===== config.mk =====
export PLATFORM = sky130hd
export DESIGN_NAME = ifu_top
export DESIGN_NICKNAME = d
export VERILOG_FILES = /design/src/hdl/ifu_bus_pkg.sv /design/src/hdl/ifu_ctrl_pkg.sv /design/src/hdl/ifu_top.sv /design/src/hdl/ifu_pc_check.sv /design/src/hdl/ifu_id_pipe.sv /design/src/hdl/ifu_fetch_unit.sv /design/src/hdl/ifu_pc_select.sv
export VERILOG_INCLUDE_DIRS = /design/src /design/src/include
export SDC_FILE = /design/constraint.sdc
export NUM_CORES = 1
export LEC_CHECK = 0
export ABC_AREA = 1
export BUFFER_PORTS_ARGS = -buffer_cell sky130_fd_sc_hd__buf_4
export CORE_MARGIN = 3
export CORE_UTILIZATION = 34
export CTS_CLUSTER_SIZE = 30
export DETAILED_ROUTE_END_ITERATION = 7
export PLACE_DENSITY = 0.68
export SKIP_CTS_REPAIR_TIMING = 1
export SLEW_MARGIN = 20
export SYNTH_ARGS = -nofsm -noshare
export SYNTH_HDL_FRONTEND = slang
export SYNTH_SLANG_ARGS = --single-unit
export TNS_END_PERCENT = 100

===== constraint.sdc =====
create_clock -name clk_i -period 5.28 [get_ports clk_i]
set_input_delay 1.584 -clock clk_i [delete_from_list [all_inputs] [get_ports clk_i]]
set_output_delay 1.584 -clock clk_i [all_outputs]
set_load 0.005 [all_outputs]

===== src/include/ifu_cfg.svh =====
// fetch stage configuration constants
// boot offset, debug entry points, datapath width and pc step
`ifndef IFU_CFG_SVH
`define IFU_CFG_SVH

// address and instruction width
`define IFU_ADDR_W 32

// low byte of the boot pc, placed under boot_addr[31:8]
`define IFU_BOOT_OFFSET 8'h80

// debug module entry points
`define IFU_DM_HALT_ADDR 32'h1A110800
`define IFU_DM_EXC_ADDR 32'h1A110808

// byte step between sequential instructions, no compressed ones
`define IFU_INSTR_STEP 4

`endif

===== src/hdl/ifu_bus_pkg.sv =====
// payload types of the fetch datapath
// one fetched bus response and the if-id stage contents

`include "ifu_cfg.svh"

package ifu_bus_pkg;

  // response word tagged with the address it was fetched from
  typedef struct packed {
    logic [`IFU_ADDR_W-1:0] rdata;
    logic [`IFU_ADDR_W-1:0] addr;
    logic                   err;
  } fetch_rsp_t;

  // contents of the if-id register handed to decode
  typedef struct packed {
    logic [`IFU_ADDR_W-1:0] instr_rdata;
    logic [`IFU_ADDR_W-1:0] pc;
    // bus error on the fetch of this word
    logic                   fetch_err;
  } if_id_t;

endpackage


===== src/hdl/ifu_ctrl_pkg.sv =====
// control types seen by the fetch stage
// pc source and handler selects, redirect request and csr pc values

`include "ifu_cfg.svh"

package ifu_ctrl_pkg;

  // source of the next fetch pc
  typedef enum logic [2:0] {
    PC_BOOT = 3'd0,
    PC_JUMP = 3'd1,
    PC_EXC  = 3'd2,
    PC_ERET = 3'd3,
    PC_DRET = 3'd4
  } pc_sel_e;

  // handler entry used when pc_mux selects an exception pc
  typedef enum logic [1:0] {
    EXC_PC_EXC     = 2'd0,
    EXC_PC_IRQ     = 2'd1,
    EXC_PC_DBD     = 2'd2,
    EXC_PC_DBG_EXC = 2'd3
  } exc_pc_sel_e;

  // one redirect from the controller
  typedef struct packed {
    logic        pc_set;
    pc_sel_e     pc_mux;
    exc_pc_sel_e exc_pc_mux;
    // bit 5 marks an interrupt, bits 4:0 hold the vector
    logic [5:0]  exc_cause;
  } pc_ctrl_t;

  // pc related csr values
  typedef struct packed {
    logic [`IFU_ADDR_W-1:0] mepc;
    logic [`IFU_ADDR_W-1:0] depc;
    logic [`IFU_ADDR_W-1:0] mtvec;
  } csr_pc_t;

endpackage


===== src/hdl/ifu_top.sv =====
// instruction fetch stage top level
// pc selection, bus fetch unit, if-id register and pc check

`timescale 1ns/100ps

`include "ifu_cfg.svh"

module ifu_top (
  input  logic                    clk_i,
  input  logic                    rst_ni,

  input  logic [`IFU_ADDR_W-1:0]  boot_addr_i,
  input  logic                    req_i,
  input  ifu_ctrl_pkg::pc_ctrl_t  pc_ctrl_i,
  input  logic [`IFU_ADDR_W-1:0]  jump_target_i,
  input  ifu_ctrl_pkg::csr_pc_t   csr_i,
  input  logic                    id_in_ready_i,
  input  logic                    instr_valid_clear_i,

  // instruction bus
  output logic                    instr_req_o,
  output logic [`IFU_ADDR_W-1:0]  instr_addr_o,
  input  logic                    instr_gnt_i,
  input  logic                    instr_rvalid_i,
  input  logic [`IFU_ADDR_W-1:0]  instr_rdata_i,
  input  logic                    instr_err_i,

  // decode side
  output ifu_bus_pkg::if_id_t     if_id_o,
  output logic                    instr_valid_id_o,
  output logic                    instr_new_id_o,
  output logic [`IFU_ADDR_W-1:0]  pc_if_o,
  output logic                    csr_mtvec_init_o,
  output logic                    pc_mismatch_alert_o,
  output logic                    if_busy_o
);
  import ifu_bus_pkg::*;

  logic [`IFU_ADDR_W-1:0] fetch_addr_n;
  logic                   fetch_valid;
  fetch_rsp_t             fetch_rsp;
  logic                   accept;

  ifu_pc_select u_pc_select (
    .boot_addr_i      (boot_addr_i),
    .jump_target_i    (jump_target_i),
    .pc_ctrl_i        (pc_ctrl_i),
    .csr_i            (csr_i),
    .fetch_addr_o     (fetch_addr_n),
    .csr_mtvec_init_o (csr_mtvec_init_o)
  );

  ifu_fetch_unit u_fetch_unit (
    .clk_i          (clk_i),
    .rst_ni         (rst_ni),
    .req_i          (req_i),
    .pc_set_i       (pc_ctrl_i.pc_set),
    .fetch_addr_i   (fetch_addr_n),
    .id_in_ready_i  (id_in_ready_i),
    .instr_req_o    (instr_req_o),
    .instr_addr_o   (instr_addr_o),
    .instr_gnt_i    (instr_gnt_i),
    .instr_rvalid_i (instr_rvalid_i),
    .instr_rdata_i  (instr_rdata_i),
    .instr_err_i    (instr_err_i),
    .fetch_valid_o  (fetch_valid),
    .fetch_rsp_o    (fetch_rsp),
    .busy_o         (if_busy_o)
  );

  ifu_id_pipe u_id_pipe (
    .clk_i               (clk_i),
    .rst_ni              (rst_ni),
    .fetch_valid_i       (fetch_valid),
    .fetch_rsp_i         (fetch_rsp),
    .id_in_ready_i       (id_in_ready_i),
    .pc_set_i            (pc_ctrl_i.pc_set),
    .instr_valid_clear_i (instr_valid_clear_i),
    .if_id_o             (if_id_o),
    .instr_valid_id_o    (instr_valid_id_o),
    .instr_new_id_o      (instr_new_id_o),
    .accept_o            (accept)
  );

  // pc of the word waiting in the fetch buffer
  assign pc_if_o = fetch_rsp.addr;

  ifu_pc_check u_pc_check (
    .clk_i               (clk_i),
    .rst_ni              (rst_ni),
    .accept_i            (accept),
    .pc_set_i            (pc_ctrl_i.pc_set),
    .fetch_valid_i       (fetch_valid),
    .pc_if_i             (pc_if_o),
    .pc_id_i             (if_id_o.pc),
    .pc_mismatch_alert_o (pc_mismatch_alert_o)
  );

endmodule


===== src/hdl/ifu_pc_check.sv =====
// sequential pc hardening check
// flags a fetched pc that does not follow the last accepted one

`timescale 1ns/100ps

`include "ifu_cfg.svh"

module ifu_pc_check (
  input  logic                   clk_i,
  input  logic                   rst_ni,
  input  logic                   accept_i,
  input  logic                   pc_set_i,
  input  logic                   fetch_valid_i,
  input  logic [`IFU_ADDR_W-1:0] pc_if_i,
  input  logic [`IFU_ADDR_W-1:0] pc_id_i,
  output logic                   pc_mismatch_alert_o
);

  logic                   seq_d;
  logic                   seq_q;
  logic [`IFU_ADDR_W-1:0] pc_expected;

  // armed by an accepted word, any redirect breaks the sequence
  assign seq_d = (seq_q | accept_i) & ~pc_set_i;

  always_ff @(posedge clk_i or negedge rst_ni) begin
    if (!rst_ni) begin
      seq_q <= 1'b0;
    end else begin
      seq_q <= seq_d;
    end
  end

  // every instruction is a full word
  assign pc_expected = pc_id_i + `IFU_ADDR_W'(`IFU_INSTR_STEP);

  assign pc_mismatch_alert_o = seq_q & fetch_valid_i & (pc_if_i != pc_expected);

endmodule


===== src/hdl/ifu_id_pipe.sv =====
// if-id pipeline register
// loads the fetched word on accept, tracks valid and new flags

`timescale 1ns/100ps

module ifu_id_pipe (
  input  logic                    clk_i,
  input  logic                    rst_ni,
  input  logic                    fetch_valid_i,
  input  ifu_bus_pkg::fetch_rsp_t fetch_rsp_i,
  input  logic                    id_in_ready_i,
  input  logic                    pc_set_i,
  input  logic                    instr_valid_clear_i,
  output ifu_bus_pkg::if_id_t     if_id_o,
  output logic                    instr_valid_id_o,
  output logic                    instr_new_id_o,
  output logic                    accept_o
);
  import ifu_bus_pkg::*;

  logic   accept;
  logic   valid_d;
  logic   valid_q;
  logic   new_q;
  if_id_t if_id_q;

  // handshake between fetch buffer and decode
  assign accept = fetch_valid_i & id_in_ready_i;

  // a word accepted alongside a redirect is loaded but squashed
  // valid then holds until decode clears it
  assign valid_d = (accept & ~pc_set_i) | (valid_q & ~instr_valid_clear_i);

  always_ff @(posedge clk_i or negedge rst_ni) begin
    if (!rst_ni) begin
      valid_q <= 1'b0;
      new_q   <= 1'b0;
    end else begin
      valid_q <= valid_d;
      // single cycle marker for each word entering decode
      new_q   <= accept;
    end
  end

  ////////////////////
  // payload
  ////////////////////

  always_ff @(posedge clk_i or negedge rst_ni) begin
    if (!rst_ni) begin
      if_id_q <= '0;
    end else if (accept) begin
      if_id_q.instr_rdata <= fetch_rsp_i.rdata;
      if_id_q.pc          <= fetch_rsp_i.addr;
      if_id_q.fetch_err   <= fetch_rsp_i.err;
    end
  end

  assign if_id_o          = if_id_q;
  assign instr_valid_id_o = valid_q;
  assign instr_new_id_o   = new_q;
  assign accept_o         = accept;

endmodule


===== src/hdl/ifu_fetch_unit.sv =====
// instruction bus master for the fetch stage
// one request outstanding at a time, one entry response buffer
// redirects drop the buffer and discard any response in flight

`timescale 1ns/100ps

`include "ifu_cfg.svh"

module ifu_fetch_unit (
  input  logic                    clk_i,
  input  logic                    rst_ni,
  input  logic                    req_i,
  input  logic                    pc_set_i,
  input  logic [`IFU_ADDR_W-1:0]  fetch_addr_i,
  input  logic                    id_in_ready_i,
  output logic                    instr_req_o,
  output logic [`IFU_ADDR_W-1:0]  instr_addr_o,
  input  logic                    instr_gnt_i,
  input  logic                    instr_rvalid_i,
  input  logic [`IFU_ADDR_W-1:0]  instr_rdata_i,
  input  logic                    instr_err_i,
  output logic                    fetch_valid_o,
  output ifu_bus_pkg::fetch_rsp_t fetch_rsp_o,
  output logic                    busy_o
);
  import ifu_bus_pkg::*;

  logic                   armed_q;
  logic                   req_q;
  logic                   out_q;
  logic                   kill_q;
  logic                   buf_valid_q;
  logic [`IFU_ADDR_W-1:0] next_addr_q;
  logic [`IFU_ADDR_W-1:0] req_addr_q;
  fetch_rsp_t             buf_q;

  logic                   consume;
  logic                   launch;
  logic                   rsp_end;
  logic                   rsp_live;
  logic [`IFU_ADDR_W-1:0] redirect_addr;
  logic [`IFU_ADDR_W-1:0] launch_addr;

  ////////////////////
  // request control
  ////////////////////

  assign redirect_addr = {fetch_addr_i[`IFU_ADDR_W-1:2], 2'b00};
  assign consume       = buf_valid_q & id_in_ready_i;
  assign rsp_end       = instr_rvalid_i & out_q;
  // a response is kept unless it belongs to an abandoned stream
  assign rsp_live      = rsp_end & ~kill_q & ~pc_set_i;

  // new request when the bus is idle and the buffer will be free next cycle
  // nothing is fetched before the first redirect loads an address
  assign launch      = req_i & (armed_q | pc_set_i) & ~req_q & ~out_q &
                       (pc_set_i | ~buf_valid_q | consume);
  assign launch_addr = pc_set_i ? redirect_addr : next_addr_q;

  always_ff @(posedge clk_i or negedge rst_ni) begin
    if (!rst_ni) begin
      armed_q     <= 1'b0;
      req_q       <= 1'b0;
      out_q       <= 1'b0;
      kill_q      <= 1'b0;
      req_addr_q  <= '0;
      next_addr_q <= '0;
    end else begin
      armed_q <= armed_q | pc_set_i;
      // request held with a stable address until granted
      if (launch) begin
        req_q      <= 1'b1;
        req_addr_q <= launch_addr;
      end else if (req_q && instr_gnt_i) begin
        req_q <= 1'b0;
      end
      if (req_q && instr_gnt_i) begin
        out_q <= 1'b1;
      end else if (rsp_end) begin
        out_q <= 1'b0;
      end
      // redirect while a transaction is in flight, drop its response
      kill_q <= (kill_q | (pc_set_i & (req_q | out_q))) & ~rsp_end;
      if (launch) begin
        next_addr_q <= launch_addr + `IFU_ADDR_W'(`IFU_INSTR_STEP);
      end else if (pc_set_i) begin
        next_addr_q <= redirect_addr;
      end
    end
  end

  ////////////////////
  // response buffer
  ////////////////////

  always_ff @(posedge clk_i or negedge rst_ni) begin
    if (!rst_ni) begin
      buf_valid_q <= 1'b0;
      buf_q       <= '0;
    end else begin
      if (pc_set_i) begin
        buf_valid_q <= 1'b0;
      end else if (rsp_live) begin
        buf_valid_q <= 1'b1;
      end else if (consume) begin
        buf_valid_q <= 1'b0;
      end
      // tag the word with the address of its request
      if (rsp_live) begin
        buf_q.rdata <= instr_rdata_i;
        buf_q.addr  <= req_addr_q;
        buf_q.err   <= instr_err_i;
      end
    end
  end

  assign instr_req_o   = req_q;
  assign instr_addr_o  = req_addr_q;
  assign fetch_valid_o = buf_valid_q;
  assign fetch_rsp_o   = buf_q;
  assign busy_o        = req_q | out_q;

endmodule


===== src/hdl/ifu_pc_select.sv =====
// next pc selection for the fetch stage
// exception pc mux, fetch address mux and mtvec init strobe

`timescale 1ns/100ps

`include "ifu_cfg.svh"

module ifu_pc_select (
  input  logic [`IFU_ADDR_W-1:0] boot_addr_i,
  input  logic [`IFU_ADDR_W-1:0] jump_target_i,
  input  ifu_ctrl_pkg::pc_ctrl_t pc_ctrl_i,
  input  ifu_ctrl_pkg::csr_pc_t  csr_i,
  output logic [`IFU_ADDR_W-1:0] fetch_addr_o,
  output logic                   csr_mtvec_init_o
);
  import ifu_ctrl_pkg::*;

  logic [`IFU_ADDR_W-1:0] boot_pc;
  logic [`IFU_ADDR_W-1:0] exc_pc;
  logic [`IFU_ADDR_W-1:0] next_pc;

  // boot pc sits at a fixed offset in the 256 byte boot region
  assign boot_pc = {boot_addr_i[`IFU_ADDR_W-1:8], `IFU_BOOT_OFFSET};

  // handler entry, irq vectors are one word apart above mtvec base
  always_comb begin
    unique case (pc_ctrl_i.exc_pc_mux)
      EXC_PC_EXC:     exc_pc = {csr_i.mtvec[`IFU_ADDR_W-1:8], 8'h00};
      EXC_PC_IRQ:     exc_pc = {csr_i.mtvec[`IFU_ADDR_W-1:8], 1'b0,
                                pc_ctrl_i.exc_cause[4:0], 2'b00};
      EXC_PC_DBD:     exc_pc = `IFU_DM_HALT_ADDR;
      EXC_PC_DBG_EXC: exc_pc = `IFU_DM_EXC_ADDR;
      default:        exc_pc = {csr_i.mtvec[`IFU_ADDR_W-1:8], 8'h00};
    endcase
  end

  // fetch address source
  always_comb begin
    unique case (pc_ctrl_i.pc_mux)
      PC_BOOT: next_pc = boot_pc;
      PC_JUMP: next_pc = jump_target_i;
      PC_EXC:  next_pc = exc_pc;
      // return from trap handler
      PC_ERET: next_pc = csr_i.mepc;
      // return from debug mode
      PC_DRET: next_pc = csr_i.depc;
      default: next_pc = boot_pc;
    endcase
  end

  // halfword alignment at least, fetch unit clears bit 1
  assign fetch_addr_o = {next_pc[`IFU_ADDR_W-1:1], 1'b0};

  // csr file loads its mtvec reset value on the boot redirect
  assign csr_mtvec_init_o = pc_ctrl_i.pc_set & (pc_ctrl_i.pc_mux == PC_BOOT);

endmodule


# Word level (Yosys, flattened, before mapping)
# Cells that the tools add are included.
# word_totals
out_inout_bits	135
inputBits	212
memories	0
regBits	202
latchBits	0
elab_cells	73
rom_bits	0
ram_bits	0
# classes
div	0
n_bitwise	30
n_addsub	2
magnitude_cmp	0
n_reduce_logical	6
mul	0
eq_ne	8
shifts	0
n_mux	11
# ops
cell	n
one-hot mux 32 bit (4 select lines)	2
adder 32 x 3 -> 32 bit (second input constant)	2
2-to-1 mux 32 bit	2
inequality test 32 bit	1
bitwise AND 1 bit	16
2-to-1 mux 1 bit	7
NOT 1 bit	7
bitwise OR 1 bit	7
== test 3 x 2 -> 1 bit (second input constant)	2
== test 2 bit (second input constant)	2
nonzero test 2 bit	2
== test 3 x 1 -> 1 bit (second input constant)	1
== test 3 bit (second input constant)	1
zero test 3 bit	1
nonzero test 3 bit	1
== test 2 x 1 -> 1 bit (second input constant)	1
zero test 2 bit	1
logical AND 1 bit	1

# Depth between registers and ports, before layout
# logic_depth
word_depth	6
ltp_mapped	20

# Cells and area by module
# Synthesis repeated with hierarchy kept, for this count alone.
# hier_totals
hier_cells	1612
hier_area_um2	11757.5
# modules_own_cells
mod	cells_each	area_per_inst_um2	seq_area_each_um2	instances
ifu_fetch_unit	650	6000.8	3353.2	1
ifu_id_pipe	290	2622.5	1676.6	1
ifu_pc_select	369	1644.1	0.0	1
ifu_pc_check	303	1490.2	25.0	1

# Worst setup path before layout
# Ideal clock, no wire load.
# synth_timing
path_kind	input -> output
start	input port pc_ctrl_i[11] (netlist bit)
end	output port csr_mtvec_init_o
setup_slack_ns	1.481
path_buffers	2
t_required_ns	3.696
t_arrival_ns	2.215
stages	4
cell_sequence	buf_2 > inv_1 > clkbuf_1 > nor3_1
# synth_via
elab_chain_cells	1
# synth_lines
item	line	source
start, declared	ifu_top.sv:14	input ifu_ctrl_pkg::pc_ctrl_t pc_ctrl_i,
bitwise AND 1 bit	ifu_pc_select.sv:55	assign csr_mtvec_init_o = pc_ctrl_i.pc_set & (pc_ctrl_i.pc_mux == PC_BOOT);
end, declared	ifu_top.sv:33	output logic csr_mtvec_init_o,
# Every way passes these cells.

# Worst setup path after layout
# layout_timing
start	register u_id_pipe.if_id_q (netlist bit u_id_pipe.if_id_o[5])
end	output port pc_mismatch_alert_o
# layout_via
elab_chain_cells	3
# layout_lines
item	line	source
start, declared	ifu_id_pipe.sv:25	if_id_t if_id_q;
adder 32 x 3 -> 32 bit	ifu_pc_check.sv:35	assign pc_expected = pc_id_i + `IFU_ADDR_W'(`IFU_INSTR_STEP);
inequality test 32 bit	ifu_pc_check.sv:37	assign pc_mismatch_alert_o = seq_q & fetch_valid_i & (pc_if_i != pc_expected);
bitwise AND 1 bit	ifu_pc_check.sv:37	
end, declared	ifu_top.sv:34	output logic pc_mismatch_alert_o,
# Every way passes these cells.

==> metrics.cfg <==
[pwr]
leakage_nw=7.82
p_comb_frac=0.361
pwr-share-seq=0.400
switching_share=0.363
pwr-share-clk=0.239
p_int_mw=4.31
ir_worst_vdd_v=0.000230
total_power_mw=6.77
switching_power_mw=2.46
powerDensity_nw_per_um2=456

[clock_network]
clk_pin_slew_worst_paths_ns=0.06
h-tree-depth=1
cts_buffers=23
cts_tree=done
cts_buffer_depth=3
clock_latency_ns=0.51
clock_sinks=202
cts_root_buffer=clkbuf_16

[route]
drtPass1Iterations=5
viasPerCell=4.75
drtAntennaViolNets=0
drtIter0Drc=547
wl_per_cell_um=16.1
drc=0
vias=11000
wl_mm=37.4

[cells_and_area]
utilization=0.449
drive_gt1_frac=0.218
syn_to_final_growth_pct=28.6
n_fill_cell=3448
mostFrequentLayoutCells=518 x nand2_1, 331 x buf_4, 202 x dfrtp_1, 177 x inv_1, 164 x nor2_1
diodes=0
multi_input_area_um2=5210
nets=2080
layout_commonest_cell=nand2_1
ff_latch_area_um2=5050

[hold_path]
worstHoldStart=u_fetch_unit.armed_q
whs_path_depth=2
holdPathEnd=u_fetch_unit.armed_q
hold_class=reg2reg

[sta]
period_minus_slack_ns=4.69
final-hold-violation-count=0
fin_worst_skew_ns=0.00710
fin_setup_tns_ns=0
worst_pin_slew_ns=1.04
maxSlewHeadroom=0.302
grt_setup_unrepaired=no
setup_viol=0
slew_violations=0
fin_crit_sh=0.888
hold_ws_ns=0.451
max_freq_mhz=213

[grt]
grt_max_degree=114
antenna_found_initial=0
grt_pass1_vias=10500
globalRouteOverflowTotal=0
track_usage=0.198
grt_pass1_wl_mm=57.1

[die]
dieArea_um2=36200
num_rows=66
die_x_um=190
core-area_um2=33000
pin_count=347
fp.dieH_um=190
initial_core_util=0.349

[synthesis]
synth-async-reset-ratio=1.00
ys.flop_type=dfrtp_1
synth_cell_types=40
synth_edf_count=0
synth_area_per_cell_um2=7.19
ys_ff_latch=202
synthCells=1606
syn_nets=1820
synth_area_um2=11500
synth-seq-area-share=0.438
ys.warnings.count=0

[worst_setup_path]
rr_startpoint=u_fetch_unit.fetch_valid_o
slowest_stage=dfrtp_1
worst-path-buf-inv=2
start_kind=register
crit_fanout=6
crit_chain=nand3_1 > nor3_1 > nand2_1 > nor2_1 > nand2_1 > xor2_1 > nand2_1 > inv_1 > nand3_1 > nor2_1 > nand2_1 > nor2_1 > nor2_1 > buf_4
path_delay_family=simple AND/OR/NAND/NOR gates
r2r-end=u_fetch_unit.next_addr_q[7]
r2r_cells=8
path_class=reg2out
endpoint_kind=output port
crit_required_ns=3.70
arrival_ns=3.10
max_stage_delay_ns=0.46
r2r_setup_slack_ns=2.64

[place]
io_buffers=323
hpwl_mm=28.6
place_congestion=0.986

[status]
status=completed

[job]
cap_violations=0

## layout make-up
class                           instances  area share
Clock buffer                           29      0.0437
Sequential cell                       202       0.341
Timing Repair Buffer                  333       0.170
Clock inverter                         13     0.00860
Inverter                              191      0.0487
Multi-Input combinational cell       1115       0.351
Tap cell                              442      0.0373
## worst max path at each step
stage               cells after the start  slack [ns]            startpoint                           end
floorplan                               4        1.48         pc_ctrl_i[11]              csr_mtvec_init_o
global placement                       16        0.74          pc_ctrl_i[9]  u_fetch_unit.next_addr_q[27]
detailed placement                     17        0.74          pc_ctrl_i[9]  u_fetch_unit.next_addr_q[27]
CTS                                    14        0.55  u_id_pipe.if_id_o[5]           pc_mismatch_alert_o
global route                           14        0.19  u_id_pipe.if_id_o[5]           pc_mismatch_alert_o
finish                                 14        0.59  u_id_pipe.if_id_o[5]           pc_mismatch_alert_o
## power by group through the flow
stage          clock (mW)  combinational [mW]  sequential [mW]
2_1_floorplan           0                1.42             2.59
3_3_place_gp            0                2.42             2.72
3_5_place_dp            0                2.47             2.73
4_1_cts              1.67                2.48             2.71
5_1_grt              1.74                2.75             2.80
6_report             1.62                2.44             2.71
## flip-flops by register name, indices dropped and copies added, names as in the netlist
signal	flops
u_fetch_unit.fetch_rsp_o	65
u_id_pipe.if_id_o	65
u_fetch_unit.instr_addr_o	32
u_fetch_unit.next_addr_q	32
u_fetch_unit.armed_q	1
u_fetch_unit.fetch_valid_o	1
u_fetch_unit.instr_req_o	1
u_fetch_unit.kill_q	1
u_fetch_unit.out_q	1
u_id_pipe.instr_new_id_o	1
u_id_pipe.instr_valid_id_o	1
u_pc_check.seq_q	1
## worst min-delay path: cells and delay by family, from the launching register on
kind	cells	cell delay, ns
buffers and inverters	1	0.06
flip-flops	1	0.32
AND/OR/NAND/NOR	1	0.04
## routing by layer
| layer | track usage | vias up | wire, um | share of wire |
|---|---|---|---|---|
| met2 | 0.341 | 410 | 17800 | 0.48 |
| met4 | 0.0573 | 0 | 1000 | 0.027 |
| li1 | - | 5498 | - | - |
| met5 | 0 | - | 0 | 0 |
| met3 | 0.0335 | 58 | 2620 | 0.070 |
| met1 | 0.256 | 5072 | 16000 | 0.43 |
## per-stage QoR
stage	cells	worst slack (ns)	area (um2)
after global placement	2283	0.745	14100
after global routing	2325	0.187	14800
final	2325	0.592	14800
after detailed placement	2283	0.736	14100
after floorplan	1606	1.48	11500
after CTS	2325	0.545	14800
## kinds of logic after synthesis
logic type,Yosys count,synth area share
AOI/OAI and AO/OA,168,0.0751
muxes,4,0.00390
xor gates and xnor gates,63,0.0478
adders and majority gates,2,0.00217
and+or+nand+nor,878,0.322
buffers and inverters,289,0.111
DFF,202,0.438
## synthesized netlist by cell type, types with 4 or more instances
cell | instances | area (um2)
nor2_1 | 164 | 616
xnor2_1 | 24 | 210
inv_1 | 178 | 668
clkbuf_1 | 33 | 124
nand3_1 | 118 | 591
buf_1 | 6 | 22.5
nor3_1 | 12 | 60.1
nand2_1 | 520 | 1950
xor2_1 | 39 | 342
nand2_2 | 5 | 31.3
buf_6 | 4 | 45.0
a21oi_1 | 34 | 170
mux2_2 | 4 | 45.0
dfrtp_1 | 202 | 5050
nor2_4 | 5 | 56.3
nand4_1 | 21 | 131
clkinv_1 | 8 | 30.0
o21ai_0 | 113 | 566
o21ai_1 | 10 | 50.1
nor2_2 | 5 | 31.3
nand3b_1 | 16 | 120
buf_2 | 17 | 85.1
inv_2 | 4 | 15.0
buf_4 | 38 | 285
(Power assumes the default switching activity.)
